<file path="src/rp_analog_pkg.sv">
/*
 * Analog path shared definitions
 * Sample widths, averaging window default, ADC word decode and the
 * negative-slope code conversion used on both converter sides
 */
`default_nettype none

package rp_analog_pkg;

  ////////////////////////////////////////////////////////////////////////////
  // Widths
  ////////////////////////////////////////////////////////////////////////////

  localparam int unsigned ADC_W        = 16;  // Raw ADC bus
  localparam int unsigned SMP_W        = 14;  // Sample and converter code
  localparam int unsigned AVG_LOG2_DEF = 6;   // 64-tap window on channel A

  typedef logic signed [SMP_W-1:0] smp_t;     // Two's complement sample
  typedef logic        [SMP_W-1:0] code_t;    // Negative-slope converter code

  // Field view of one ADC word, code sits in the upper bits
  typedef struct packed {
    logic [SMP_W-1:0]       code;  // Converter code
    logic [ADC_W-SMP_W-1:0] rsvd;  // Unused low bits of 16-bit ADC
  } adc_fld_t;

  // Same 16 bits seen raw or split into fields
  typedef union packed {
    logic [ADC_W-1:0] raw;
    adc_fld_t         fld;
  } adc_word_u;

  ////////////////////////////////////////////////////////////////////////////
  // Code conversion
  ////////////////////////////////////////////////////////////////////////////

  // Keeps the top bit, inverts the rest
  // Same rule maps code to sample and sample to code
  function automatic logic [SMP_W-1:0] neg_slope(input logic [SMP_W-1:0] x);
    return {x[SMP_W-1], ~x[SMP_W-2:0]};
  endfunction

endpackage

`default_nettype wire

</file>
<file path="src/adc_frontend.sv">
/*
 * ADC front end
 * Registers both ADC words, drops the reserved bits, converts the
 * negative-slope code to two's complement and applies digital loopback
 */
`timescale 1ns/100ps
`default_nettype none

module adc_frontend (
  input  wire                                adc_clk,         // ADC clock
  input  wire                                adc_rstn,        // Sync reset, active low
  input  wire  [rp_analog_pkg::ADC_W-1:0]    adc_dat_a_i,     // Raw word channel A
  input  wire  [rp_analog_pkg::ADC_W-1:0]    adc_dat_b_i,     // Raw word channel B
  input  wire                                digital_loop_i,  // Loopback select
  input  wire  rp_analog_pkg::smp_t          loop_a_i,        // Saturated sum A
  input  wire  rp_analog_pkg::smp_t          loop_b_i,        // Saturated sum B
  output rp_analog_pkg::smp_t                adc_a_o,         // Sample channel A
  output rp_analog_pkg::smp_t                adc_b_o          // Sample channel B
);

  //////////////////////////////////////////////////////////////////////////
  // Input registers
  //////////////////////////////////////////////////////////////////////////

  rp_analog_pkg::adc_word_u adc_a_q;  // Captured word A
  rp_analog_pkg::adc_word_u adc_b_q;  // Captured word B

  rp_analog_pkg::smp_t      adc_a_cnv;
  rp_analog_pkg::smp_t      adc_b_cnv;

  // Ideally packed into IOB flops
  always_ff @(posedge adc_clk) begin
    if (!adc_rstn) begin
      adc_a_q <= '0;
      adc_b_q <= '0;
    end else begin
      adc_a_q.raw <= adc_dat_a_i;
      adc_b_q.raw <= adc_dat_b_i;
    end
  end

  //////////////////////////////////////////////////////////////////////////
  // Conversion and loopback
  //////////////////////////////////////////////////////////////////////////

  // Only the code field matters, reserved bits fall away here
  assign adc_a_cnv = rp_analog_pkg::smp_t'(rp_analog_pkg::neg_slope(adc_a_q.fld.code));
  assign adc_b_cnv = rp_analog_pkg::smp_t'(rp_analog_pkg::neg_slope(adc_b_q.fld.code));

  // Loopback path is combinational, sums show up in the same cycle
  assign adc_a_o = digital_loop_i ? loop_a_i : adc_a_cnv;
  assign adc_b_o = digital_loop_i ? loop_b_i : adc_b_cnv;

  //////////////////////////////////////////////////////////////////////////
  // Checks
  //////////////////////////////////////////////////////////////////////////

  // Loop select comes from outside, an X here corrupts both channels
  a_loop_known : assert property (
    @(posedge adc_clk) disable iff (!adc_rstn)
    !$isunknown(digital_loop_i)
  );

endmodule

`default_nettype wire

</file>
<file path="src/analog_mixer.sv">
/*
 * Analog mixer
 * Adds generator and controller samples per channel and saturates
 * the 15-bit result back into 14 bits
 */
`timescale 1ns/100ps
`default_nettype none

module analog_mixer (
  input  wire  rp_analog_pkg::smp_t asg_a_i,  // Generator channel A
  input  wire  rp_analog_pkg::smp_t asg_b_i,  // Generator channel B
  input  wire  rp_analog_pkg::smp_t pid_a_i,  // Controller channel A
  input  wire  rp_analog_pkg::smp_t pid_b_i,  // Controller channel B
  output rp_analog_pkg::smp_t       sum_a_o,  // Saturated sum A
  output rp_analog_pkg::smp_t       sum_b_o   // Saturated sum B
);

  localparam int unsigned SUM_W = rp_analog_pkg::SMP_W + 1;  // One guard bit

  logic signed [SUM_W-1:0] sum_a;  // Full precision sums
  logic signed [SUM_W-1:0] sum_b;

  //////////////////////////////////////////////////////////////////////////
  // Add and saturate
  //////////////////////////////////////////////////////////////////////////

  // Limits to -8192..+8191
  // Two top bits disagree means the sum left 14-bit range
  function automatic rp_analog_pkg::smp_t sat(input logic signed [SUM_W-1:0] s);
    if (s[SUM_W-1] ^ s[SUM_W-2])
      return {s[SUM_W-1], {(SUM_W-2){~s[SUM_W-1]}}};  // Clip to rail
    else
      return s[SUM_W-2:0];
  endfunction

  // Sign extend before adding
  assign sum_a = {asg_a_i[rp_analog_pkg::SMP_W-1], asg_a_i}
               + {pid_a_i[rp_analog_pkg::SMP_W-1], pid_a_i};
  assign sum_b = {asg_b_i[rp_analog_pkg::SMP_W-1], asg_b_i}
               + {pid_b_i[rp_analog_pkg::SMP_W-1], pid_b_i};

  assign sum_a_o = sat(sum_a);
  assign sum_b_o = sat(sum_b);

  //////////////////////////////////////////////////////////////////////////
  // Checks
  //////////////////////////////////////////////////////////////////////////

  // In range sums must pass through untouched
  always_comb begin
    if (sum_a[SUM_W-1] == sum_a[SUM_W-2]) begin
      a_pass_a : assert (sum_a_o == sum_a[SUM_W-2:0]);
    end
    if (sum_b[SUM_W-1] == sum_b[SUM_W-2]) begin
      a_pass_b : assert (sum_b_o == sum_b[SUM_W-2:0]);
    end
  end

endmodule

`default_nettype wire

</file>
<file path="src/dac_moving_avg.sv">
/*
 * DAC moving average
 * Running-sum averager over the last 2^AVG_LOG2 converter codes,
 * output is the upper bits of the sum, two cycles behind the input
 */
`timescale 1ns/100ps
`default_nettype none

module dac_moving_avg #(
  parameter int unsigned AVG_LOG2 = rp_analog_pkg::AVG_LOG2_DEF  // log2 of window
) (
  input  wire                         adc_clk,   // ADC clock
  input  wire                         adc_rstn,  // Sync reset, active low
  input  wire  rp_analog_pkg::code_t  code_i,    // New code every clock
  output rp_analog_pkg::code_t        avg_o      // Window average
);

  localparam int unsigned DEPTH = 2**AVG_LOG2;                      // Taps
  localparam int unsigned SUM_W = rp_analog_pkg::SMP_W + AVG_LOG2;  // No overflow

  //////////////////////////////////////////////////////////////////////////
  // State
  //////////////////////////////////////////////////////////////////////////

  rp_analog_pkg::code_t hist [DEPTH];  // Circular code history
  logic [AVG_LOG2-1:0]  wr_idx;        // Oldest slot, overwritten next
  logic [SUM_W-1:0]     run_sum;       // Sum of all slots in hist

  //////////////////////////////////////////////////////////////////////////
  // Running sum
  //////////////////////////////////////////////////////////////////////////

  // History starts at all zeros
  always_ff @(posedge adc_clk) begin
    if (!adc_rstn) begin
      for (int i = 0; i < DEPTH; i++) begin
        hist[i] <= '0;
      end
      wr_idx  <= '0;
      run_sum <= '0;
      avg_o   <= '0;
    end else begin
      // Add newest, drop the one it replaces
      run_sum      <= run_sum + SUM_W'(code_i) - SUM_W'(hist[wr_idx]);
      hist[wr_idx] <= code_i;
      wr_idx       <= wr_idx + 1'b1;  // Wraps at window end
      // Divide by window size, sum from previous edge
      avg_o        <= run_sum[SUM_W-1 -: rp_analog_pkg::SMP_W];
    end
  end

  //////////////////////////////////////////////////////////////////////////
  // Checks
  //////////////////////////////////////////////////////////////////////////

  // Index never reaches past the last tap
  a_idx_window : assert property (
    @(posedge adc_clk) disable iff (!adc_rstn)
    int'(wr_idx) < DEPTH
  );

endmodule

`default_nettype wire

</file>
<file path="src/dac_backend.sv">
/*
 * DAC back end
 * Converts both saturated sums to negative-slope codes, registers
 * channel B directly and smooths channel A through the averager
 */
`timescale 1ns/100ps
`default_nettype none

module dac_backend #(
  parameter int unsigned AVG_LOG2 = rp_analog_pkg::AVG_LOG2_DEF  // Window of channel A
) (
  input  wire                         adc_clk,      // ADC clock
  input  wire                         adc_rstn,     // Sync reset, active low
  input  wire  rp_analog_pkg::smp_t   sum_a_i,      // Saturated sum A
  input  wire  rp_analog_pkg::smp_t   sum_b_i,      // Saturated sum B
  output rp_analog_pkg::code_t        dac_dat_a_o,  // Averaged code A
  output rp_analog_pkg::code_t        dac_dat_b_o   // Code B
);

  rp_analog_pkg::code_t code_a;  // Unregistered codes
  rp_analog_pkg::code_t code_b;

  //////////////////////////////////////////////////////////////////////////
  // Sample to code
  //////////////////////////////////////////////////////////////////////////

  assign code_a = rp_analog_pkg::neg_slope(sum_a_i);
  assign code_b = rp_analog_pkg::neg_slope(sum_b_i);

  //////////////////////////////////////////////////////////////////////////
  // Channel B output register
  //////////////////////////////////////////////////////////////////////////

  always_ff @(posedge adc_clk) begin
    if (!adc_rstn) begin
      dac_dat_b_o <= '0;  // DAC idles at zero code
    end else begin
      dac_dat_b_o <= code_b;
    end
  end

  //////////////////////////////////////////////////////////////////////////
  // Channel A smoothing
  //////////////////////////////////////////////////////////////////////////

  // Two clocks from code to output, register included
  dac_moving_avg #(
    .AVG_LOG2 (AVG_LOG2)
  ) i_avg_a (
    .adc_clk  (adc_clk    ),
    .adc_rstn (adc_rstn   ),
    .code_i   (code_a     ),
    .avg_o    (dac_dat_a_o)
  );

endmodule

`default_nettype wire

</file>
<file path="src/rp_analog_top.sv">
/*
 * Analog data path top
 * ADC capture with loopback, generator plus controller mixing and
 * DAC code output with channel A smoothing, all on adc_clk
 */
`timescale 1ns/100ps
`default_nettype none

module rp_analog_top #(
  parameter int unsigned AVG_LOG2 = rp_analog_pkg::AVG_LOG2_DEF  // Channel A window
) (
  // Clock and reset
  input  wire                              adc_clk,
  input  wire                              adc_rstn,        // Sync, active low
  // ADC
  input  wire  [rp_analog_pkg::ADC_W-1:0]  adc_dat_a_i,     // Raw ADC word A
  input  wire  [rp_analog_pkg::ADC_W-1:0]  adc_dat_b_i,     // Raw ADC word B
  // Configuration
  input  wire                              digital_loop_i,  // DAC to ADC loopback
  // Generator and controller samples
  input  wire  rp_analog_pkg::smp_t        asg_a_i,
  input  wire  rp_analog_pkg::smp_t        asg_b_i,
  input  wire  rp_analog_pkg::smp_t        pid_a_i,
  input  wire  rp_analog_pkg::smp_t        pid_b_i,
  // ADC samples out, two's complement
  output rp_analog_pkg::smp_t              adc_a_o,
  output rp_analog_pkg::smp_t              adc_b_o,
  // DAC codes, negative slope
  output rp_analog_pkg::code_t             dac_dat_a_o,
  output rp_analog_pkg::code_t             dac_dat_b_o
);

  rp_analog_pkg::smp_t sum_a;  // Saturated sums, to DAC and loopback
  rp_analog_pkg::smp_t sum_b;

  ////////////////////////////////////////////////////////////////////////////
  // ADC side
  ////////////////////////////////////////////////////////////////////////////

  adc_frontend i_adc (
    .adc_clk        (adc_clk       ),
    .adc_rstn       (adc_rstn      ),
    .adc_dat_a_i    (adc_dat_a_i   ),
    .adc_dat_b_i    (adc_dat_b_i   ),
    .digital_loop_i (digital_loop_i),
    .loop_a_i       (sum_a         ),  // Loopback taps the mixer
    .loop_b_i       (sum_b         ),
    .adc_a_o        (adc_a_o       ),
    .adc_b_o        (adc_b_o       )
  );

  ////////////////////////////////////////////////////////////////////////////
  // Mixing
  ////////////////////////////////////////////////////////////////////////////

  analog_mixer i_mix (
    .asg_a_i (asg_a_i),
    .asg_b_i (asg_b_i),
    .pid_a_i (pid_a_i),
    .pid_b_i (pid_b_i),
    .sum_a_o (sum_a  ),
    .sum_b_o (sum_b  )
  );

  ////////////////////////////////////////////////////////////////////////////
  // DAC side
  ////////////////////////////////////////////////////////////////////////////

  // Channels leave on separate ports, no interleaving
  dac_backend #(
    .AVG_LOG2 (AVG_LOG2)
  ) i_dac (
    .adc_clk     (adc_clk    ),
    .adc_rstn    (adc_rstn   ),
    .sum_a_i     (sum_a      ),
    .sum_b_i     (sum_b      ),
    .dac_dat_a_o (dac_dat_a_o),
    .dac_dat_b_o (dac_dat_b_o)
  );

endmodule

`default_nettype wire

</file>
<file path="config.mk">
export PLATFORM = sky130hd
export DESIGN_NAME = rp_analog_top
export DESIGN_NICKNAME = d
export VERILOG_FILES = /design/src/rp_analog_pkg.sv /design/src/adc_frontend.sv /design/src/analog_mixer.sv /design/src/dac_moving_avg.sv /design/src/dac_backend.sv /design/src/rp_analog_top.sv
export SDC_FILE = /design/constraint.sdc
export NUM_CORES = 1
export LEC_CHECK = 0
export ABC_AREA = 0
export BUFFER_PORTS_ARGS = -buffer_cell sky130_fd_sc_hd__clkbuf_2
export CAP_MARGIN = 20
export CELL_PAD_IN_SITES_DETAIL_PLACEMENT = 2
export CELL_PAD_IN_SITES_GLOBAL_PLACEMENT = 2
export CORE_MARGIN = 5
export CORE_UTILIZATION = 25
export DETAILED_ROUTE_END_ITERATION = 6
export GPL_ROUTABILITY_DRIVEN = 0
export PLACE_DENSITY = 0.46
export SYNTH_ARGS = -nofsm -noshare
export SYNTH_HDL_FRONTEND = slang
export SYNTH_HIERARCHICAL = 1
export SYNTH_SLANG_ARGS = --single-unit
export TNS_END_PERCENT = 10
</file>
<file path="constraint.sdc">
create_clock -name adc_clk -period 7.3 [get_ports adc_clk]
set_input_delay 0.73 -clock adc_clk [delete_from_list [all_inputs] [get_ports adc_clk]]
set_output_delay 0.73 -clock adc_clk [all_outputs]
set_load 0.005 [all_outputs]
</file>
==> metrics.cfg, run 1 <==
[floorplan]
row_count = 157
core_mm2 = 0.1835
initial_utilization_pct = 25.20
die_x_um = 440.0
die_area_mm2 = 0.1936
die_height_um = 440.0
io_pins = 147

[cts]
ctsHoldBuffers = 0
clk_latency_ns = 0.78
cts_sinks = 978
cts-root-buf = clkbuf_16
cts_tree = done
clk_path_buf_depth = 3
clkTransAtPathRegs_ns = 0.06
htree_levels = 3
cts_resized = 0
post-cts-setup-buffer-count = 0
numCtsBuffers = 118

[route]
viasPerCell = 5.339
routed_wirelength_um = 210800
drtPass1Iterations = 6
wl_per_cell_um = 33.38
ant_nets = 0
initialDrtViolationCount = 2836
vias = 33710
drc = 0

[power]
vdd_ir_drop_max_mv = 0.1729
leakage_nw = 17.81
power_density_mw_per_mm2 = 292.5
total_power_w = 0.01572

[cells_and_area]
drive_above_1_share_pct = 20.58
layout.nets = 3909
area_delta_synth_final_pct = 16.26
final_cell_count_no_fill = 6314

[logic_synthesis]
synth-main-ff-cell = edfxtp_1
yosys.area.top_type = edfxtp_1
synth_top_area_share_pct = 58.20
yosys-top-cells-area = edfxtp_1 58%, nor3_1 9.8%, mux4_2 3.7%
yosys-top-cells-count = 909 x nor3_1, 896 x edfxtp_1, 326 x clkbuf_1, 143 x o21ai_0
synth_most_common_cell = nor3_1
synth.yosys.seq_area_share_pct = 61.75
synth_edf_count = 896
synth_fp_nets = 3879
synthesis.area_mm2 = 0.04623
ys_seq_elements = 978
synth-warning-count = 6
synth-async-reset-ratio_pct = 0
synth_cell_types = 90
syn_inst = 3723
avgSynthCellArea_um2 = 12.42

[min_path]
hold_start = adc_dat_a_i[8]
hold_path_class = in -> reg

[sta]
hold_viol = 0
fin_tns_setup_ns = 0
setup_viol = 0
skew_ns = 0.03705
period_share_pct = 85.28
worst_slew_pin_slew_ns = 1.147
rsz0062_at_grt = no
finalMaxSlewViolations = 0
clock.fmax_ghz = 0.1606
max_slew_margin_pct = 23.38
period_needed_ns = 6.226

[critical_path]
critPathLaunchType = flip-flop
worst_ep_required_time_ns = 7.95
crit_arrival_ns = 6.88
slowest_stage = dfxtp_4
cp_cell_sequence = buf_12 -> buf_12 -> mux4_2 -> mux2i_1 -> o22ai_1 -> nor3_1 -> nand4_1 -> fa_1 -> inv_1 -> ha_1 -> and4_1 -> nor2b_1 -> nor3_1 -> nor2_1 -> or4_1 -> and3_1
timing.rr.start = i_dac/i_avg_a/wr_idx[1]
worstSetupStartpoint = i_dac/i_avg_a/wr_idx[1]
crit_fanout = 32
crit_type = reg -> reg
cpPeakStageDelay_ns = 0.89
critPathTopFamily = simple AND/OR/NAND/NOR gates
end_kind = flip-flop
crit_buf_inv = 3

[grt]
grt_usage_pct = 21.41
grt_pass1_wl_um = 293800
overflow = 0
antenna_found_initial = 11
grt_max_degree = 79
grt_pass1_vias = 35280

[run]
max_cap_viol_count = 0

[place]
port_buffers = 142
dpl.hpwl_um = 129300
dp.cells = 6095

[outcome]
status = complete, no violations

-- registers in the layout, indices dropped and copies added (netlist names) --
| name | flops |
|---|---|
| i_dac/i_avg_a/avg_o | 14 |
| i_dac/i_avg_a/run_sum | 20 |
| i_adc/adc_a_q | 14 |
| i_dac/i_avg_a/wr_idx | 6 |
| i_dac/i_avg_a/hist | 896 |
| i_dac/dac_dat_b_o | 14 |
| i_adc/adc_b_q | 14 |
-- power breakdown --
group	switching, W	internal [W]	total [W]	leakage (nW)
Sequential	0.000132	0.00639	0.00652	9.95
Clock	0.00246	0.00312	0.00558	1.72
Combinational	0.00253	0.00108	0.00361	6.14
-- per-stage QoR --
stage	hold WS (ns)	util (%)	worst slack, ns	cell area [um2]
after global placement	0.4497	27.28	1.044	50050
after detailed placement	0.4675	27.35	1.086	50180
after CTS	0.1002	29.27	1.136	53710
final	0.1681	29.30	1.074	53750
after floorplan	0.4298	-	1.848	46230
after global routing	0.1290	29.29	0.9054	53750
-- layout by cell type, fill, tap and decap left out, types with 13 or more instances in the layout --
cell	instances
nor3_1	909
edfxtp_1	896
buf_4	188
clkbuf_2	141
clkbuf_16	121
mux2i_1	104
nand2_1	95
a21oi_1	91
a221oi_1	89
o21ai_0	80
dfxtp_1	79
mux4_2	75
inv_1	71
nor2_1	70
and2_1	64
o21ai_2	63
mux2_2	61
a22oi_1	57
ha_1	49
clkbuf_1	46
o22ai_1	46
nand3_1	23
o21ai_1	22
o211ai_1	22
clkinv_1	19
clkinv_2	18
xor2_1	17
fa_1	16
inv_2	15
a22o_1	15
xnor2_1	15
nor2b_4	13
a221o_1	13
a211oi_1	13
-- logic make-up after synthesis --
logic type | Yosys count | synth area share [%]
DFF | 978 | 61.75
buffers and inverters | 530 | 5.058
AOI/OAI and AO/OA | 604 | 9.004
and+or+nand+nor | 1269 | 14.01
adders and majority gates | 65 | 2.019
muxes | 245 | 7.553
xor gates and xnor gates | 32 | 0.6062
-- per-layer routing --
| layer | routed length, um | global-route usage [%] |
|---|---|---|
| met5 | 0 | 0 |
| met3 | 10760 | 2.964 |
| met1 | 96420 | 30.03 |
| met4 | 4672 | 4.796 |
| met2 | 98900 | 35.19 |
-- area by class of cell --
class	instances	area [um2]
multi-input combinational	2215	15710
sequential	978	28560
tap	2464	3083
fill	19530	129700
clock inverter	43	246.5
inverter	88	332.8
timing repair buffer	352	2530
clock buffer	173	3283
antenna	1	2.502
-- final timing paths --
path	cells after the start	to	slack [ns]
hold / removal	2	i_adc/adc_a_q[8]	0.17
setup reg to reg	16	i_dac/i_avg_a/run_sum[17]	1.07
setup / recovery	16	i_dac/i_avg_a/run_sum[17]	1.07
hold reg to reg	1	i_dac/i_avg_a/avg_o[5]	0.47
(Power assumes the default switching activity.)
==> run 2: changes to the inputs <==
--- a/config.mk
+++ b/config.mk
@@ -7,7 +7,6 @@
 export LEC_CHECK = 0
 export ABC_AREA = 0
 export BUFFER_PORTS_ARGS = -buffer_cell sky130_fd_sc_hd__clkbuf_2
-export CAP_MARGIN = 20
 export CELL_PAD_IN_SITES_DETAIL_PLACEMENT = 2
 export CELL_PAD_IN_SITES_GLOBAL_PLACEMENT = 2
 export CORE_MARGIN = 5
==> constraint.sdc (replaced) <==
create_clock -name adc_clk -period 7.3 [get_ports adc_clk]
set_input_delay 0.73 -clock adc_clk [delete_from_list [all_inputs] [get_ports adc_clk]]
set_output_delay 0.73 -clock adc_clk [all_outputs]
set_load 0.02 [all_outputs]
==> run 2 against run 1 <==
  * Clock skew down 0.017 ns
  * Register-to-register slack worse by 0.11 ns
  * Die area did not move
  * Combinational power is 2% higher
  * Maximum frequency is 1.8% lower
  * Total power grew 2.7%
  * Non-clock buffer count shrank 10
  * Sequential power is essentially flat
  * Critical path depth rose by 1
  * Hold slack better by 0.0067 ns
  * Wire length up 0.24%
  * Highest routed layer is now met5
==> metrics.cfg, run 2 (synthesis results as in run 1) <==
[sta]
period_needed_ns = 6.338  ; +0.1125 ns
worst_slack_ns = 0.9617  ; -0.1125 ns
period_share_pct = 86.83  ; +1.5 points
worst_slew_pin_slew_ns = 1.330  ; +0.1831 ns
hold_viol = 0  ; unchanged
max_slew_margin_pct = 11.16  ; -12 points
clock.fmax_ghz = 0.1578  ; -1.8%
fin_tns_setup_ns = 0  ; unchanged
setup_viol = 0  ; unchanged
finalMaxSlewViolations = 0  ; unchanged
rsz0062_at_grt = no
skew_ns = 0.01968  ; -0.01737 ns

[place]
port_buffers = 142  ; unchanged
placed_area_mm2 = 0.05006  ; -0.24%
dpl.hpwl_um = 128500  ; -0.63%
dp_slack_ns = 1.009  ; -0.07627 ns
dp.cells = 6087  ; -0.13%

[floorplan]
initial_utilization_pct = 25.20  ; unchanged
die_area_mm2 = 0.1936  ; unchanged
die_height_um = 440.0  ; unchanged
core_mm2 = 0.1835  ; unchanged
die_x_um = 440.0  ; unchanged
row_count = 157  ; unchanged
io_pins = 147  ; unchanged

[grt]
grt_pass1_vias = 35420  ; +0.40%
grt_pass1_wl_um = 294000  ; about the same
use_met3_pct = 3.127  ; +0.16 points
antenna_found_initial = 10  ; -1
grt_usage_pct = 21.44  ; +0.033 points
grt_use_met2_pct = 35.54  ; +0.35 points
top_usage_layer = met2
overflow = 0  ; unchanged
grt_max_degree = 100  ; +27%
grtUsageMet1_pct = 29.84  ; -0.19 points

[cells_and_area]
drive_above_1_share_pct = 21.06  ; +0.48 points
multi_input_area_mm2 = 0.01571  ; unchanged
largest_register_ffs = 896  ; unchanged
layout_common_cells = 909 x nor3_1, 896 x edfxtp_1, 188 x buf_4
top_register = i_dac/i_avg_a/hist
final_cell_count_no_fill = 6312  ; -0.032%
top_regs = i_dac/i_avg_a/hist (896), i_dac/i_avg_a/run_sum (20)
area_delta_synth_final_pct = 16.57
mostFrequentLayoutCell = nor3_1
fin_area_mm2 = 0.05390  ; +0.27%
fill_cells = 19460  ; -0.34%
seq_area_mm2 = 0.02856  ; unchanged
layout.nets = 3899  ; -0.26%

[critical_path]
crit_type = reg -> reg
slowest_stage = dfxtp_4
crit_top_cell = buf_4
critPathLaunchType = flip-flop
crit_fanout = 32  ; unchanged
reg2reg_depth = 17  ; +1
cp_cell_sequence = buf_4 -> buf_4 -> mux2i_1 -> o22ai_1 -> o21ai_0 -> nor3b_1 -> o2111ai_1 -> fa_1 -> inv_1 -> ha_1 -> o211ai_1 -> nor2_1 -> a221oi_1 -> buf_4 -> o21ai_0 -> a311oi_1 -> mux2i_1
crit_arrival_ns = 7.02  ; +0.14 ns
cpPeakStageDelay_ns = 0.89  ; about the same
worst_ep_required_time_ns = 7.98  ; +0.03 ns
end_kind = flip-flop

[route]
wl_per_cell_um = 33.47  ; +0.27%
viasPerCell = 5.373  ; +0.65%
drc = 0  ; unchanged
routed_wirelength_um = 211200  ; +0.24%
vias = 33920  ; +0.62%
initialDrtViolationCount = 2768  ; -2.4%
drtPass1Iterations = 5  ; -1
ant_nets = 0  ; unchanged

[power]
vdd_ir_drop_max_mv = 0.1730  ; about the same
total_power_w = 0.01614  ; +2.7%
leakage_nw = 17.90  ; +0.53%
power_density_mw_per_mm2 = 299.4  ; +2.4%

[outcome]
status = complete, no violations

[cts]
cts_sinks = 978  ; unchanged
cts_tree = done
post-cts-setup-buffer-count = 0  ; unchanged
cts_resized = 0  ; unchanged
ctsHoldBuffers = 0  ; unchanged
htree_levels = 3  ; unchanged
clkTransAtPathRegs_ns = 0.06  ; about the same
numCtsBuffers = 118  ; unchanged
cts-root-buf = clkbuf_16
clk_path_buf_depth = 3  ; unchanged
clk_latency_ns = 0.76  ; -0.02 ns

[min_path]
hold_path_class = in -> reg
whs_path_depth = 2  ; unchanged

[run]
max_cap_viol_count = 0  ; unchanged

-- run 2: final timing paths --
| check | slack (ns) | from | end |
|---|---|---|---|
| worst max-delay path | 0.96 | i_dac/i_avg_a/wr_idx[1] | i_dac/i_avg_a/run_sum[18] |
| worst min-delay path | 0.17 | adc_dat_a_i[8] | i_adc/adc_a_q[8] |
| worst max register to register | 0.96 | i_dac/i_avg_a/wr_idx[1] | i_dac/i_avg_a/run_sum[18] |
| worst min register to register | 0.46 | i_dac/i_avg_a/run_sum[11] | i_dac/i_avg_a/avg_o[5] |
-- run 2: where the power goes --
part	leakage [nW]	internal [W]	switching (W)
clock network	1.89	0.00342	0.00252
registers	9.95	0.00639	0.000132
logic	6.06	0.00108	0.00259
total	17.9	0.0109	0.00525
-- run 2: layout make-up --
cell class | instances | area share (%)
Sequential cell | 978 | 52.99
Clock inverter | 77 | 1.133
Tap cell | 2464 | 5.720
Multi-Input combinational cell | 2215 | 29.16
Timing Repair Buffer | 342 | 4.395
Clock buffer | 146 | 5.980
Antenna cell | 2 | 0.009286
Inverter | 88 | 0.6175
-- run 2: per-layer routing --
layer  up-vias  wire (um)
li1      14390          -
met1     18340      95450
met2       971     100200
met3       212      11190
met4         2       4451
met5         -         10
-- run 2: worst max-delay path, delay by kind of cell, from the launching register on --
kind	cells	cell delay [ns]
buf+inv	4	1.03
simple gates	2	0.82
mux	2	0.46
fa+ha+maj	2	0.88
flops	1	0.89
compound gates	7	2.10
-- run 2: stage by stage --
stage                     hold slack [ns]  utilization (%)
after detailed placement           0.4542            27.28
after floorplan                    0.4298                -
after CTS                          0.1092            29.37
after global placement             0.4497            27.28
final                              0.1747            29.38
after global routing               0.1267            29.37
